==> src/tlp_fabric_pkg.sv <==
// 128-bit fabric beat; dword keep bits are always filled contiguously from dword 0 upward
`default_nettype none

package tlp_fabric_pkg;

    // ----------------------------------------------------------------------
    // Fabric stream widths
    // ----------------------------------------------------------------------

    localparam int FAB_DATA_W = 128;

    // Dwords carried by a full fabric beat
    localparam int FAB_DW_PER_BEAT = 4;

    // ----------------------------------------------------------------------
    // One beat of the 128-bit TLP stream
    // ----------------------------------------------------------------------

    typedef struct packed {
        logic [FAB_DATA_W-1:0]      data;
        // One bit per valid dword, bit 0 is the lowest dword
        logic [FAB_DW_PER_BEAT-1:0] keep_dw;
        // First beat of a TLP
        logic                       first;
        logic                       last;
    } fab_beat_t;

    // ----------------------------------------------------------------------
    // Unpacker half select
    // ----------------------------------------------------------------------

    // Which 64-bit half of the current fabric beat is on tx
    typedef enum logic {
        UNPACK_LOW  = 1'b0,
        UNPACK_HIGH = 1'b1
    } unpack_state_e;

endpackage

`default_nettype wire

==> src/tlp_core_pkg.sv <==
// 64-bit core stream beat; only the last beat of a TLP may carry a single dword in the low half
`default_nettype none

package tlp_core_pkg;

    // ----------------------------------------------------------------------
    // Core stream widths
    // ----------------------------------------------------------------------

    localparam int CORE_DATA_W = 64;

    // Dwords carried by a full core beat
    localparam int CORE_DW_PER_BEAT = 2;

    // ----------------------------------------------------------------------
    // Byte keep encodings seen on the core stream
    // ----------------------------------------------------------------------

    // Low dword only is used for the tail of an odd-length TLP
    typedef enum logic [7:0] {
        KEEP_LOW_DW  = 8'h0f,
        KEEP_BOTH_DW = 8'hff
    } core_keep_e;

    // ----------------------------------------------------------------------
    // One beat of the core receive or transmit stream
    // ----------------------------------------------------------------------

    typedef struct packed {
        logic [CORE_DATA_W-1:0] data;
        core_keep_e             keep;
        // Final beat of the TLP
        logic                   last;
    } core_beat_t;

endpackage

`default_nettype wire
==> src/tlp_loopback_top.sv <==
// Loops the core rx stream back to tx through a 128-bit fabric FIFO; single clock, no TLP checks
`timescale 1ns/1ns
`default_nettype none

module tlp_loopback_top #(
    parameter int FIFO_DEPTH = 8
) (
    input  wire                           clk_pcie,
    input  wire                           rst,
    input  wire tlp_core_pkg::core_beat_t rx_beat,
    input  wire                           rx_valid,
    output logic                          rx_ready,
    output tlp_core_pkg::core_beat_t      tx_beat,
    output logic                          tx_valid,
    input  wire                           tx_ready
);
    import tlp_fabric_pkg::*;

    // ----------------------------------------------------------------------
    // Fabric side links
    // ----------------------------------------------------------------------

    fab_beat_t pack_beat;
    logic      pack_valid;
    fab_beat_t fifo_beat;
    logic      fifo_valid;
    logic      fifo_ready;
    logic      fifo_room;

    tlp_pack_64to128 u_pack (
        .clk_pcie   (clk_pcie),
        .rst        (rst),
        .rx_beat    (rx_beat),
        .rx_valid   (rx_valid),
        .rx_ready   (rx_ready),
        .fifo_room  (fifo_room),
        .pack_beat  (pack_beat),
        .pack_valid (pack_valid)
    );

    tlp_beat_fifo #(
        .FIFO_DEPTH (FIFO_DEPTH)
    ) u_fifo (
        .clk_pcie  (clk_pcie),
        .rst       (rst),
        .wr_beat   (pack_beat),
        .wr_valid  (pack_valid),
        .fifo_room (fifo_room),
        .rd_beat   (fifo_beat),
        .rd_valid  (fifo_valid),
        .rd_ready  (fifo_ready)
    );

    tlp_unpack_128to64 u_unpack (
        .clk_pcie  (clk_pcie),
        .rst       (rst),
        .fab_beat  (fifo_beat),
        .fab_valid (fifo_valid),
        .fab_ready (fifo_ready),
        .tx_beat   (tx_beat),
        .tx_valid  (tx_valid),
        .tx_ready  (tx_ready)
    );

endmodule

`default_nettype wire

==> src/tlp_unpack_128to64.sv <==
// Unpacks fabric beats to core beats; assumes dword keep bits are contiguous from dword 0
`timescale 1ns/1ns
`default_nettype none

module tlp_unpack_128to64 (
    input  wire                           clk_pcie,
    input  wire                           rst,
    input  wire tlp_fabric_pkg::fab_beat_t fab_beat,
    input  wire                           fab_valid,
    output logic                          fab_ready,
    output tlp_core_pkg::core_beat_t      tx_beat,
    output logic                          tx_valid,
    input  wire                           tx_ready
);
    import tlp_core_pkg::*;
    import tlp_fabric_pkg::*;

    unpack_state_e state;
    core_beat_t    lo_beat;
    core_beat_t    hi_beat;
    logic          hi_present;

    // Dword 2 set means the upper half carries data too
    assign hi_present = fab_beat.keep_dw[2];

    // Low half goes straight through from the FIFO head
    always_comb begin
        lo_beat.data = fab_beat.data[63:0];
        lo_beat.keep = fab_beat.keep_dw[1] ? KEEP_BOTH_DW : KEEP_LOW_DW;
        lo_beat.last = fab_beat.last && !hi_present;
    end

    assign tx_beat  = (state == UNPACK_HIGH) ? hi_beat : lo_beat;
    assign tx_valid = (state == UNPACK_HIGH) || fab_valid;

    // Pop only with the final half of the beat
    assign fab_ready = (state == UNPACK_HIGH) ? tx_ready
                                              : (fab_valid && tx_ready && !hi_present);

    // ----------------------------------------------------------------------
    // Half select FSM
    // ----------------------------------------------------------------------

    always_ff @(posedge clk_pcie) begin
        if (rst) begin
            state <= UNPACK_LOW;
        end else begin
            case (state)
                UNPACK_LOW: begin
                    if (fab_valid && hi_present && tx_ready) begin
                        state <= UNPACK_HIGH;
                    end
                end
                UNPACK_HIGH: begin
                    if (tx_ready) begin
                        state <= UNPACK_LOW;
                    end
                end
                default: state <= UNPACK_LOW;
            endcase
        end
    end

    // Upper half captured as the low half leaves
    always_ff @(posedge clk_pcie) begin
        if (state == UNPACK_LOW && fab_valid && tx_ready) begin
            hi_beat.data <= fab_beat.data[127:64];
            hi_beat.keep <= fab_beat.keep_dw[3] ? KEEP_BOTH_DW : KEEP_LOW_DW;
            hi_beat.last <= fab_beat.last;
        end
    end

    // A stalled tx beat must not change before the core takes it
    a_tx_stable : assert property (
        @(posedge clk_pcie) disable iff (rst)
        (tx_valid && !tx_ready) |=> (tx_valid && $stable(tx_beat))
    ) else $error("tx beat changed while stalled");

endmodule

`default_nettype wire

==> src/tlp_beat_fifo.sv <==
// Fabric beat FIFO; FIFO_DEPTH must be a power of two of 4 or more, writes are never refused
`timescale 1ns/1ns
`default_nettype none

module tlp_beat_fifo #(
    parameter int FIFO_DEPTH = 8
) (
    input  wire                           clk_pcie,
    input  wire                           rst,
    input  wire tlp_fabric_pkg::fab_beat_t wr_beat,
    input  wire                           wr_valid,
    output logic                          fifo_room,
    output tlp_fabric_pkg::fab_beat_t     rd_beat,
    output logic                          rd_valid,
    input  wire                           rd_ready
);
    import tlp_fabric_pkg::*;

    localparam int AW = $clog2(FIFO_DEPTH);
    localparam int CW = AW + 1;

    fab_beat_t     mem [FIFO_DEPTH];
    logic [AW-1:0] wr_ptr;
    logic [AW-1:0] rd_ptr;
    logic [CW-1:0] count;
    logic [CW-1:0] free_cnt;
    logic          rd_fire;

    assign rd_fire  = rd_valid && rd_ready;
    assign rd_valid = (count != '0);
    assign rd_beat  = mem[rd_ptr];

    // Two free slots cover a beat in flight in the packer plus one more
    assign free_cnt  = CW'(FIFO_DEPTH) - count;
    assign fifo_room = (free_cnt >= CW'(2));

    // ----------------------------------------------------------------------
    // Storage
    // ----------------------------------------------------------------------

    always_ff @(posedge clk_pcie) begin
        if (wr_valid) begin
            mem[wr_ptr] <= wr_beat;
        end
    end

    // ----------------------------------------------------------------------
    // Pointers and occupancy
    // ----------------------------------------------------------------------

    always_ff @(posedge clk_pcie) begin
        if (rst) begin
            wr_ptr <= '0;
            rd_ptr <= '0;
            count  <= '0;
        end else begin
            // Pointers wrap naturally at a power-of-two depth
            if (wr_valid) begin
                wr_ptr <= wr_ptr + AW'(1);
            end
            if (rd_fire) begin
                rd_ptr <= rd_ptr + AW'(1);
            end
            case ({wr_valid, rd_fire})
                2'b10:   count <= count + CW'(1);
                2'b01:   count <= count - CW'(1);
                default: count <= count;
            endcase
        end
    end

    // Packer back-pressure has to keep the buffer from overflowing
    a_no_write_full : assert property (
        @(posedge clk_pcie) disable iff (rst)
        wr_valid |-> (count != CW'(FIFO_DEPTH))
    ) else $error("write into full beat FIFO");

endmodule

`default_nettype wire

==> src/tlp_pack_64to128.sv <==
// Packs core beats into fabric beats; relies on fifo_room for space, a short beat must end its TLP
`timescale 1ns/1ns
`default_nettype none

module tlp_pack_64to128 (
    input  wire                        clk_pcie,
    input  wire                        rst,
    input  wire tlp_core_pkg::core_beat_t rx_beat,
    input  wire                        rx_valid,
    output logic                       rx_ready,
    input  wire                        fifo_room,
    output tlp_fabric_pkg::fab_beat_t  pack_beat,
    output logic                       pack_valid
);
    import tlp_core_pkg::*;
    import tlp_fabric_pkg::*;

    // Dwords already placed in the fabric beat, always 0 or 2 at a beat boundary
    logic [2:0] dw_cnt;
    logic [2:0] beat_dw;
    logic [2:0] next_cnt;
    logic       rx_fire;
    logic       fill_done;
    // High while the next accepted beat opens a new TLP
    logic       sop;

    // No internal stall, so the FIFO alone throttles the core
    assign rx_ready = fifo_room;
    assign rx_fire  = rx_valid && rx_ready;

    assign beat_dw   = (rx_beat.keep == KEEP_BOTH_DW) ? 3'(CORE_DW_PER_BEAT) : 3'd1;
    assign next_cnt  = dw_cnt + beat_dw;
    assign fill_done = (next_cnt >= 3'(FAB_DW_PER_BEAT)) || rx_beat.last;

    // ----------------------------------------------------------------------
    // Control state
    // ----------------------------------------------------------------------

    always_ff @(posedge clk_pcie) begin
        if (rst) begin
            dw_cnt     <= 3'd0;
            sop        <= 1'b1;
            pack_valid <= 1'b0;
        end else begin
            // One-cycle strobe after the completing core beat
            pack_valid <= rx_fire && fill_done;
            if (rx_fire) begin
                dw_cnt <= fill_done ? 3'd0 : next_cnt;
                sop    <= rx_beat.last;
            end
        end
    end

    // ----------------------------------------------------------------------
    // Beat assembly
    // ----------------------------------------------------------------------

    // FIFO samples the finished beat on the same edge that may start the next one
    always_ff @(posedge clk_pcie) begin
        if (rx_fire) begin
            if (dw_cnt[1]) begin
                pack_beat.data[127:64] <= rx_beat.data;
            end else begin
                pack_beat.data[63:0] <= rx_beat.data;
                pack_beat.first      <= sop;
            end
            pack_beat.keep_dw <= {next_cnt > 3'd3, next_cnt > 3'd2, next_cnt > 3'd1, 1'b1};
            pack_beat.last    <= rx_beat.last;
        end
    end

    // Core side must only ever present the two known keep patterns
    a_rx_keep_legal : assert property (
        @(posedge clk_pcie) disable iff (rst)
        rx_valid |-> (rx_beat.keep inside {KEEP_LOW_DW, KEEP_BOTH_DW})
    ) else $error("illegal rx keep %h", rx_beat.keep);

endmodule

`default_nettype wire

==> config.mk <==
export PLATFORM = sky130hd
export DESIGN_NAME = tlp_loopback_top
export DESIGN_NICKNAME = d
export VERILOG_FILES = /design/src/tlp_fabric_pkg.sv /design/src/tlp_core_pkg.sv /design/src/tlp_loopback_top.sv /design/src/tlp_unpack_128to64.sv /design/src/tlp_beat_fifo.sv /design/src/tlp_pack_64to128.sv
export SDC_FILE = /design/constraint.sdc
export NUM_CORES = 1
export LEC_CHECK = 0
export BUFFER_PORTS_ARGS = -buffer_cell sky130_fd_sc_hd__clkbuf_2
export CAP_MARGIN = 20
export CORE_MARGIN = 8
export CORE_UTILIZATION = 50
export CTS_CLUSTER_DIAMETER = 50
export DETAILED_ROUTE_END_ITERATION = 8
export MAX_ROUTING_LAYER = met4
export PLACE_DENSITY = 0.78
export SLEW_MARGIN = 20
export SYNTH_ARGS = -nofsm -noshare
export SYNTH_HDL_FRONTEND = slang
export SYNTH_SLANG_ARGS = --single-unit
export TNS_END_PERCENT = 1
==> constraint.sdc <==
create_clock -name clk_pcie -period 10.3 [get_ports clk_pcie]
set_input_delay 2.06 -clock clk_pcie [delete_from_list [all_inputs] [get_ports clk_pcie]]
set_output_delay 2.06 -clock clk_pcie [all_outputs]
set_load 0.01 [all_outputs]
# Yosys cells after proc, flatten, opt, wreduce, memory -nomap -nowiden
# Memory sizes are Yosys's and may differ from the RTL's. A register that Yosys moved wholly into a read port is not among the register bits.
# Cells that the tools add are included.
totals:
  output_inout_bits: 75
  memories: 1
  reg_bits: 222
  ramBits: 1064
  romBits: 0
  latch_bits: 0
  wordCells: 63
classes:
  reduce_logical: 17
  n_shift: 0
  bitwise_logic: 2
  eq_ne: 3
  mul: 0
  add_sub_neg: 6
  n_mux: 14
  n_lt_le_gt_ge: 5
  div: 0
memory_table:
  columns: ["memory", "words", "word_bits", "read_ports", "rd_clocked_by_memory_dff", "wr", "line", "text"]
  rows:
  - ["u_fifo.mem", 8, 133, 1, 1, 1, "tlp_beat_fifo.sv:22", "fab_beat_t mem [FIFO_DEPTH];"]
ops:
  columns: ["operator", "n"]
  rows:
  - ["$mux 73", 1]
  - ["$mux 8", 2]
  - ["$logic_and 1x1->1", 10]
  - ["$mux 3", 3]
  - ["$eq 8x8->1 const B", 1]
  - ["$pmux 4 s2", 1]
  - ["$add 3x1->3 const B", 2]
  - ["$gt 3x2->1 const B", 2]
  - ["$mux 1", 5]
  - ["$add 4x1->4 const B", 1]
  - ["$ge 4x2->1 const B", 1]
  - ["$reduce_and 2->1", 2]
  - ["$reduce_bool 4->1", 1]
  - ["$sub 4x1->4 const B", 1]
  - ["$sub 4x4->4 const A", 1]
  - ["$add 3x3->3", 1]
  - ["$ge 3x3->1 const B", 1]
  - ["$gt 3x1->1 const B", 1]
  - ["$eq 2x1->1 const B", 1]
  - ["$eq 2x2->1 const B", 1]
  - ["$logic_or 1x1->1", 2]
  - ["$mux 2", 1]
  - ["$not 1->1", 2]
  - ["$pmux 1 s2", 1]
  - ["2 further kinds", 2]

# Logic depth before layout (Yosys ltp)
depth:
  ltp_word: 7
  mapped_depth: 13
  ltp_nobuf: 12

# Modules after synthesis
# From an unflattened synthesis, not the netlist that was laid out.
unflattened:
  cells_unflattened: 1959
  area_unflattened_um2: 48695.5
modules_own_cells:
  columns: ["module", "instances", "area_each_um2", "cells_each", "seq_area_each_um2"]
  rows:
  - ["tlp_beat_fifo", 1, 41205.8, 1632, 32451.1]
  - ["tlp_pack_64to128", 1, 4302.9, 168, 4093.9]
  - ["tlp_unpack_128to64", 1, 3186.8, 159, 2001.9]

# Worst setup path after synthesis
# No wires, ideal clock.
synth_path:
  path_type: "register -> register"
  startpoint: "reg u_fifo.wr_ptr[0]"
  endpoint: "mem u_fifo.mem[0][0] (netlist bit), enable pin"
  path_slack_ns: 0.087
  t_arrival_ns: 9.427
  stages_incl_launch_ff: 3
  required_ns: 9.515
  period_less_slack_ns: 10.213
  cell_sequence: "dfxtp_1 nand2b_1 nor3_1"
synth_rtl:
  columns: ["element", "line", "text"]
  rows:
  - ["start: declaration", "tlp_beat_fifo.sv:23", "logic [AW-1:0] wr_ptr;"]
  - ["start signal: assignment", "tlp_beat_fifo.sv:59", "wr_ptr <= wr_ptr + AW'(1);"]
  - ["end: declaration", "tlp_beat_fifo.sv:22", null]
# No word-level cell before the write port.

==> summary.md <==
| Metric | Value |
|---|---|
| Run status | finished, final reports clean |
| Peak per-stage delay on the critical path | 930 ps |
| Worst-margin pin slew | 1050 ps |
| Dpl cell area | 49400 µm² |
| Maximum count of clock buffers along a single path | 3 |
| Most common cell after layout, fill and taps aside | sky130_fd_sc_hd__edfxtp_1 |
| Static leakage | 0.0166 µW |
| Shortest clock period the worst path allows after layout | 5690 ps |
| Cells taking the most area after synthesis | sky130_fd_sc_hd__edfxtp_1 (80%), sky130_fd_sc_hd__mux4_2 (13%), sky130_fd_sc_hd__mux2_2 (1.6%), sky130_fd_sc_hd__mux2i_1 (1.5%), sky130_fd_sc_hd__dfxtp_1 (0.76%) |
| Largest fanout of any net on the critical path | 102 |
| Crit path launch type | flip-flop |
| Class of the tightest hold or removal check | flip-flop to flip-flop |
| Seq. cell area | 38000 µm² |
| Clock tree from TritonCTS | done |
| Area of all placed cells without fillers | 53500 µm² |
| Wire length reported by the detailed router | 95200 µm |
| Family with the most delay on the worst path | flip-flops |
| Count of final max-slew check failures | 0 |
| Proportion of power drawn by the clock network | 0.380 |
| Achievable Freq | 176 MHz |
| Die outline height | 323 µm |
| Clock root buffer | sky130_fd_sc_hd__clkbuf_16 |
| Instance count of the mapped netlist | 2012 |
| Yosys warns | 0 |
| Layout area overhead | 13.3% |
| Max-cap violation count | 0 |
| Final number of hold-violating endpoints | 0 |
| Part of the power in registers | 0.518 |
| Fraction of the yosys area taken by sequential cells | 0.806 |
| Std cell rows | 112 |
| Post-CTS setup buffer count | 0 |
| Dominant register cell in the synthesized netlist | sky130_fd_sc_hd__edfxtp_1 |
| Final clock period utilization by the worst path | 0.552 |
| First-iteration detailed-routing DRC count | 2099 |
| Via count of the first global-routing pass | 22400 |
| Cell accounting for the most synthesized area | sky130_fd_sc_hd__edfxtp_1 |
| Ratio of routed vias to standard cells | 5.86 |
| Critical Setup Path Class | flip-flop to output port |
| Post-synthesis async set-or-reset flop share | 0 |
| Netlist area before placement | 47200 µm² |
| Largest net degree at the start of global routing | 135 |
| Critical Path RT | 8240 ps |
| Maximum level of the CTS H-tree | 4 |
| Comb power frac | 0.101 |
| Number of remaining DRC errors | 0 |
| Sort of element at the end of the critical path | output port |
| Count of buffering cells on the critical path with inverters included | 2 |
| Setup TNS | 0 ps |
| Filler cell count | 6507 |
| Synthesized area divided by synthesized cell count | 23.4 µm² |
| Cell with the biggest individual delay on the critical path | sky130_fd_sc_hd__dfxtp_4 |
| Global placement routability congestion | 0.698 |
| Area of the die | 104000 µm² |
| Antenna-violating nets left | 0 |
| Total global routing track utilization | 0.188 |
| Number of search-and-repair iterations in the first detailed-routing pass | 7 |
| RSZ-0062 raised after global routing | false |
| Antenna violations before repair | 3 |
| Share of post-route cells with drive strength above 1 | 0.308 |
| Area taken by multi-input logic gates | 8730 µm² |
| Number of flops mapped to enable cells by yosys | 1254 |
| Share of the synthesized area in the top cell type | 0.798 |
| Clock transition time at the flip-flop clock pins of the worst setup and hold paths | 60 ps |
| Clock latency of the later-clocked register in the worst-skew pair | 710 ps |
| Initial core utilization | 0.505 |
| Worst slew margin relative to its limit | 0.300 |
| Wire length of the first global-routing pass | 142000 µm |
| Worst Path Arrival | 3630 ps |
| Most frequent cells in the layout | sky130_fd_sc_hd__edfxtp_1 (1254), sky130_fd_sc_hd__mux4_2 (264), sky130_fd_sc_hd__clkbuf_2 (147), sky130_fd_sc_hd__clkbuf_16 (134), sky130_fd_sc_hd__nand2_1 (76) |
| Total clock sinks | 1272 |
| # port buffers | 147 |
| Num CTS Buffers | 132 |
| Remaining global-route overflow | 0 |
| Worst vdd ir | 0.204 mV |
| Switching share of total power | 0.229 |
| CP cell instances | buf_12 > mux4_2 > mux2i_1 > o21ai_1 > clkbuf_2 |
| Number of standard cells in the final layout excluding fillers | 3589 |
| Clock tree skew after final layout | 20.5 ps |
| Power density over the cells | 218 nW/µm² |
| Via count | 21000 |
| Final layout net count | 2322 |
| Cts-stage hold buffer count | 0 |
| Count of instances resized after the clock tree is built | 0 |
| Count of cell types in the netlist | 41 |
| Number of placed I/O pins | 152 |
| Routed WL per cell | 26.5 µm |
| Floorplan die width | 323 µm |
| Final setup violation count | 0 |
| Internal Dissipation | 8980 µW |
| #FFs+latches synth | 1272 |
| HPWL after detailed placement | 47800 µm |
| Switching power summed over all nets | 2670 µW |
| Cell total after placement | 3356 |
| Core footprint | 93500 µm² |
cell type report:
type                       count  share of cell area
clock buffer                 159              0.0648
timing repair buffer         187              0.0203
multi-input combinational    635               0.163
inverter                       8            0.000562
sequential                  1272               0.711
clock inverter                72              0.0105
tap                         1254              0.0293
antenna                        2           0.0000936
synthesized netlist by cell type, types with 2 or more instances:
master	n
sky130_fd_sc_hd__edfxtp_1	1254
sky130_fd_sc_hd__mux4_2	264
sky130_fd_sc_hd__nand2_1	76
sky130_fd_sc_hd__mux2i_1	69
sky130_fd_sc_hd__mux2_2	66
sky130_fd_sc_hd__o21ai_1	66
sky130_fd_sc_hd__clkbuf_1	52
sky130_fd_sc_hd__buf_4	27
sky130_fd_sc_hd__nor2_1	20
sky130_fd_sc_hd__dfxtp_1	18
sky130_fd_sc_hd__buf_2	14
sky130_fd_sc_hd__ha_1	8
sky130_fd_sc_hd__nand4_1	8
sky130_fd_sc_hd__buf_1	7
sky130_fd_sc_hd__inv_1	7
sky130_fd_sc_hd__nand2b_1	6
sky130_fd_sc_hd__xor2_1	6
sky130_fd_sc_hd__a21oi_1	5
sky130_fd_sc_hd__nor3_1	5
sky130_fd_sc_hd__or4b_1	4
sky130_fd_sc_hd__nand3b_1	3
sky130_fd_sc_hd__or3_1	3
sky130_fd_sc_hd__nor2b_1	2
sky130_fd_sc_hd__nor3b_1	2
sky130_fd_sc_hd__o21ai_0	2
sky130_fd_sc_hd__o31ai_1	2
sky130_fd_sc_hd__or2_2	2
registers in the layout, indices dropped and copies added, names as in the netlist, named ones only:
name,flops
u_fifo.count,4
u_fifo.rd_ptr,3
u_pack.pack_valid,1
u_pack.dw_cnt,3
u_fifo.wr_ptr,3
u_unpack.state,1
u_unpack.hi_beat,66
u_fifo.mem,1056
u_pack.pack_beat,132
routing by layer:
layer	vias to the layer above	track usage	routed length (µm)
li1	8875	-	-
met1	11200	0.236	38100
met2	790	0.318	49300
met3	156	0.0324	5720
met4	0	0.0554	2120
met5	-	-	0
metrics by stage:
| step | hold WS, ps | total power (µW) | util | worst slack (ps) |
|---|---|---|---|---|
| final | 498 | 11600 | 0.572 | 4610 |
| after global routing | 521 | 12000 | 0.572 | 4340 |
| after CTS | 496 | 11800 | 0.572 | 4490 |
| after detailed placement | 487 | 7340 | 0.529 | 5300 |
| after global placement | 476 | 7310 | 0.529 | 5320 |
| after floorplan | 462 | 6970 | - | 87.4 |
power groups by stage:
stage | Sequential, µW | Combinational, µW | Clock, µW
floorplan | 6080 | 889 | 0
global placement | 6120 | 1180 | 0
detailed placement | 6140 | 1200 | 0
CTS | 6040 | 1210 | 4510
global route | 6050 | 1270 | 4710
finish | 6040 | 1180 | 4430
logic make-up after synthesis:
kind of cell,after synthesis,synth area share
XOR/XNOR,6,0.00111
multiplexers,401,0.157
AND/OR/NAND/NOR,138,0.0139
AO/OA/AOI/OAI,77,0.00838
flip-flops,1272,0.806
other,1,0.0000795
buffers and inverters,108,0.0111
adder cells (fa/ha/maj),9,0.00255
worst reg2reg max path, stage by stage (launching register included):
cell,delay [ps]
sky130_fd_sc_hd__dfxtp_4,680
sky130_fd_sc_hd__buf_4,660
sky130_fd_sc_hd__mux4_2,450
sky130_fd_sc_hd__mux2i_4,290
sky130_fd_sc_hd__nor2_1,80
sky130_fd_sc_hd__nor2_1,190
sky130_fd_sc_hd__ha_1,280
sky130_fd_sc_hd__xor2_1,170
sky130_fd_sc_hd__ha_1,160
sky130_fd_sc_hd__a21oi_1,50
sky130_fd_sc_hd__xor2_1,160
sky130_fd_sc_hd__or3_1,300
sky130_fd_sc_hd__a21oi_1,130
final timing paths:
check	from	endpoint	slack, ps	depth (start not counted)
setup reg to reg	flip-flop	u_fifo.count[2]	6610	12
hold / removal	u_pack.dw_cnt[2]	u_pack.dw_cnt[2]	500	1
setup / recovery	flip-flop	tx_beat[58]	4610	5
hold reg to reg	u_pack.dw_cnt[2]	u_pack.dw_cnt[2]	500	1
Note: power is estimated with default switching activity, not from simulation.
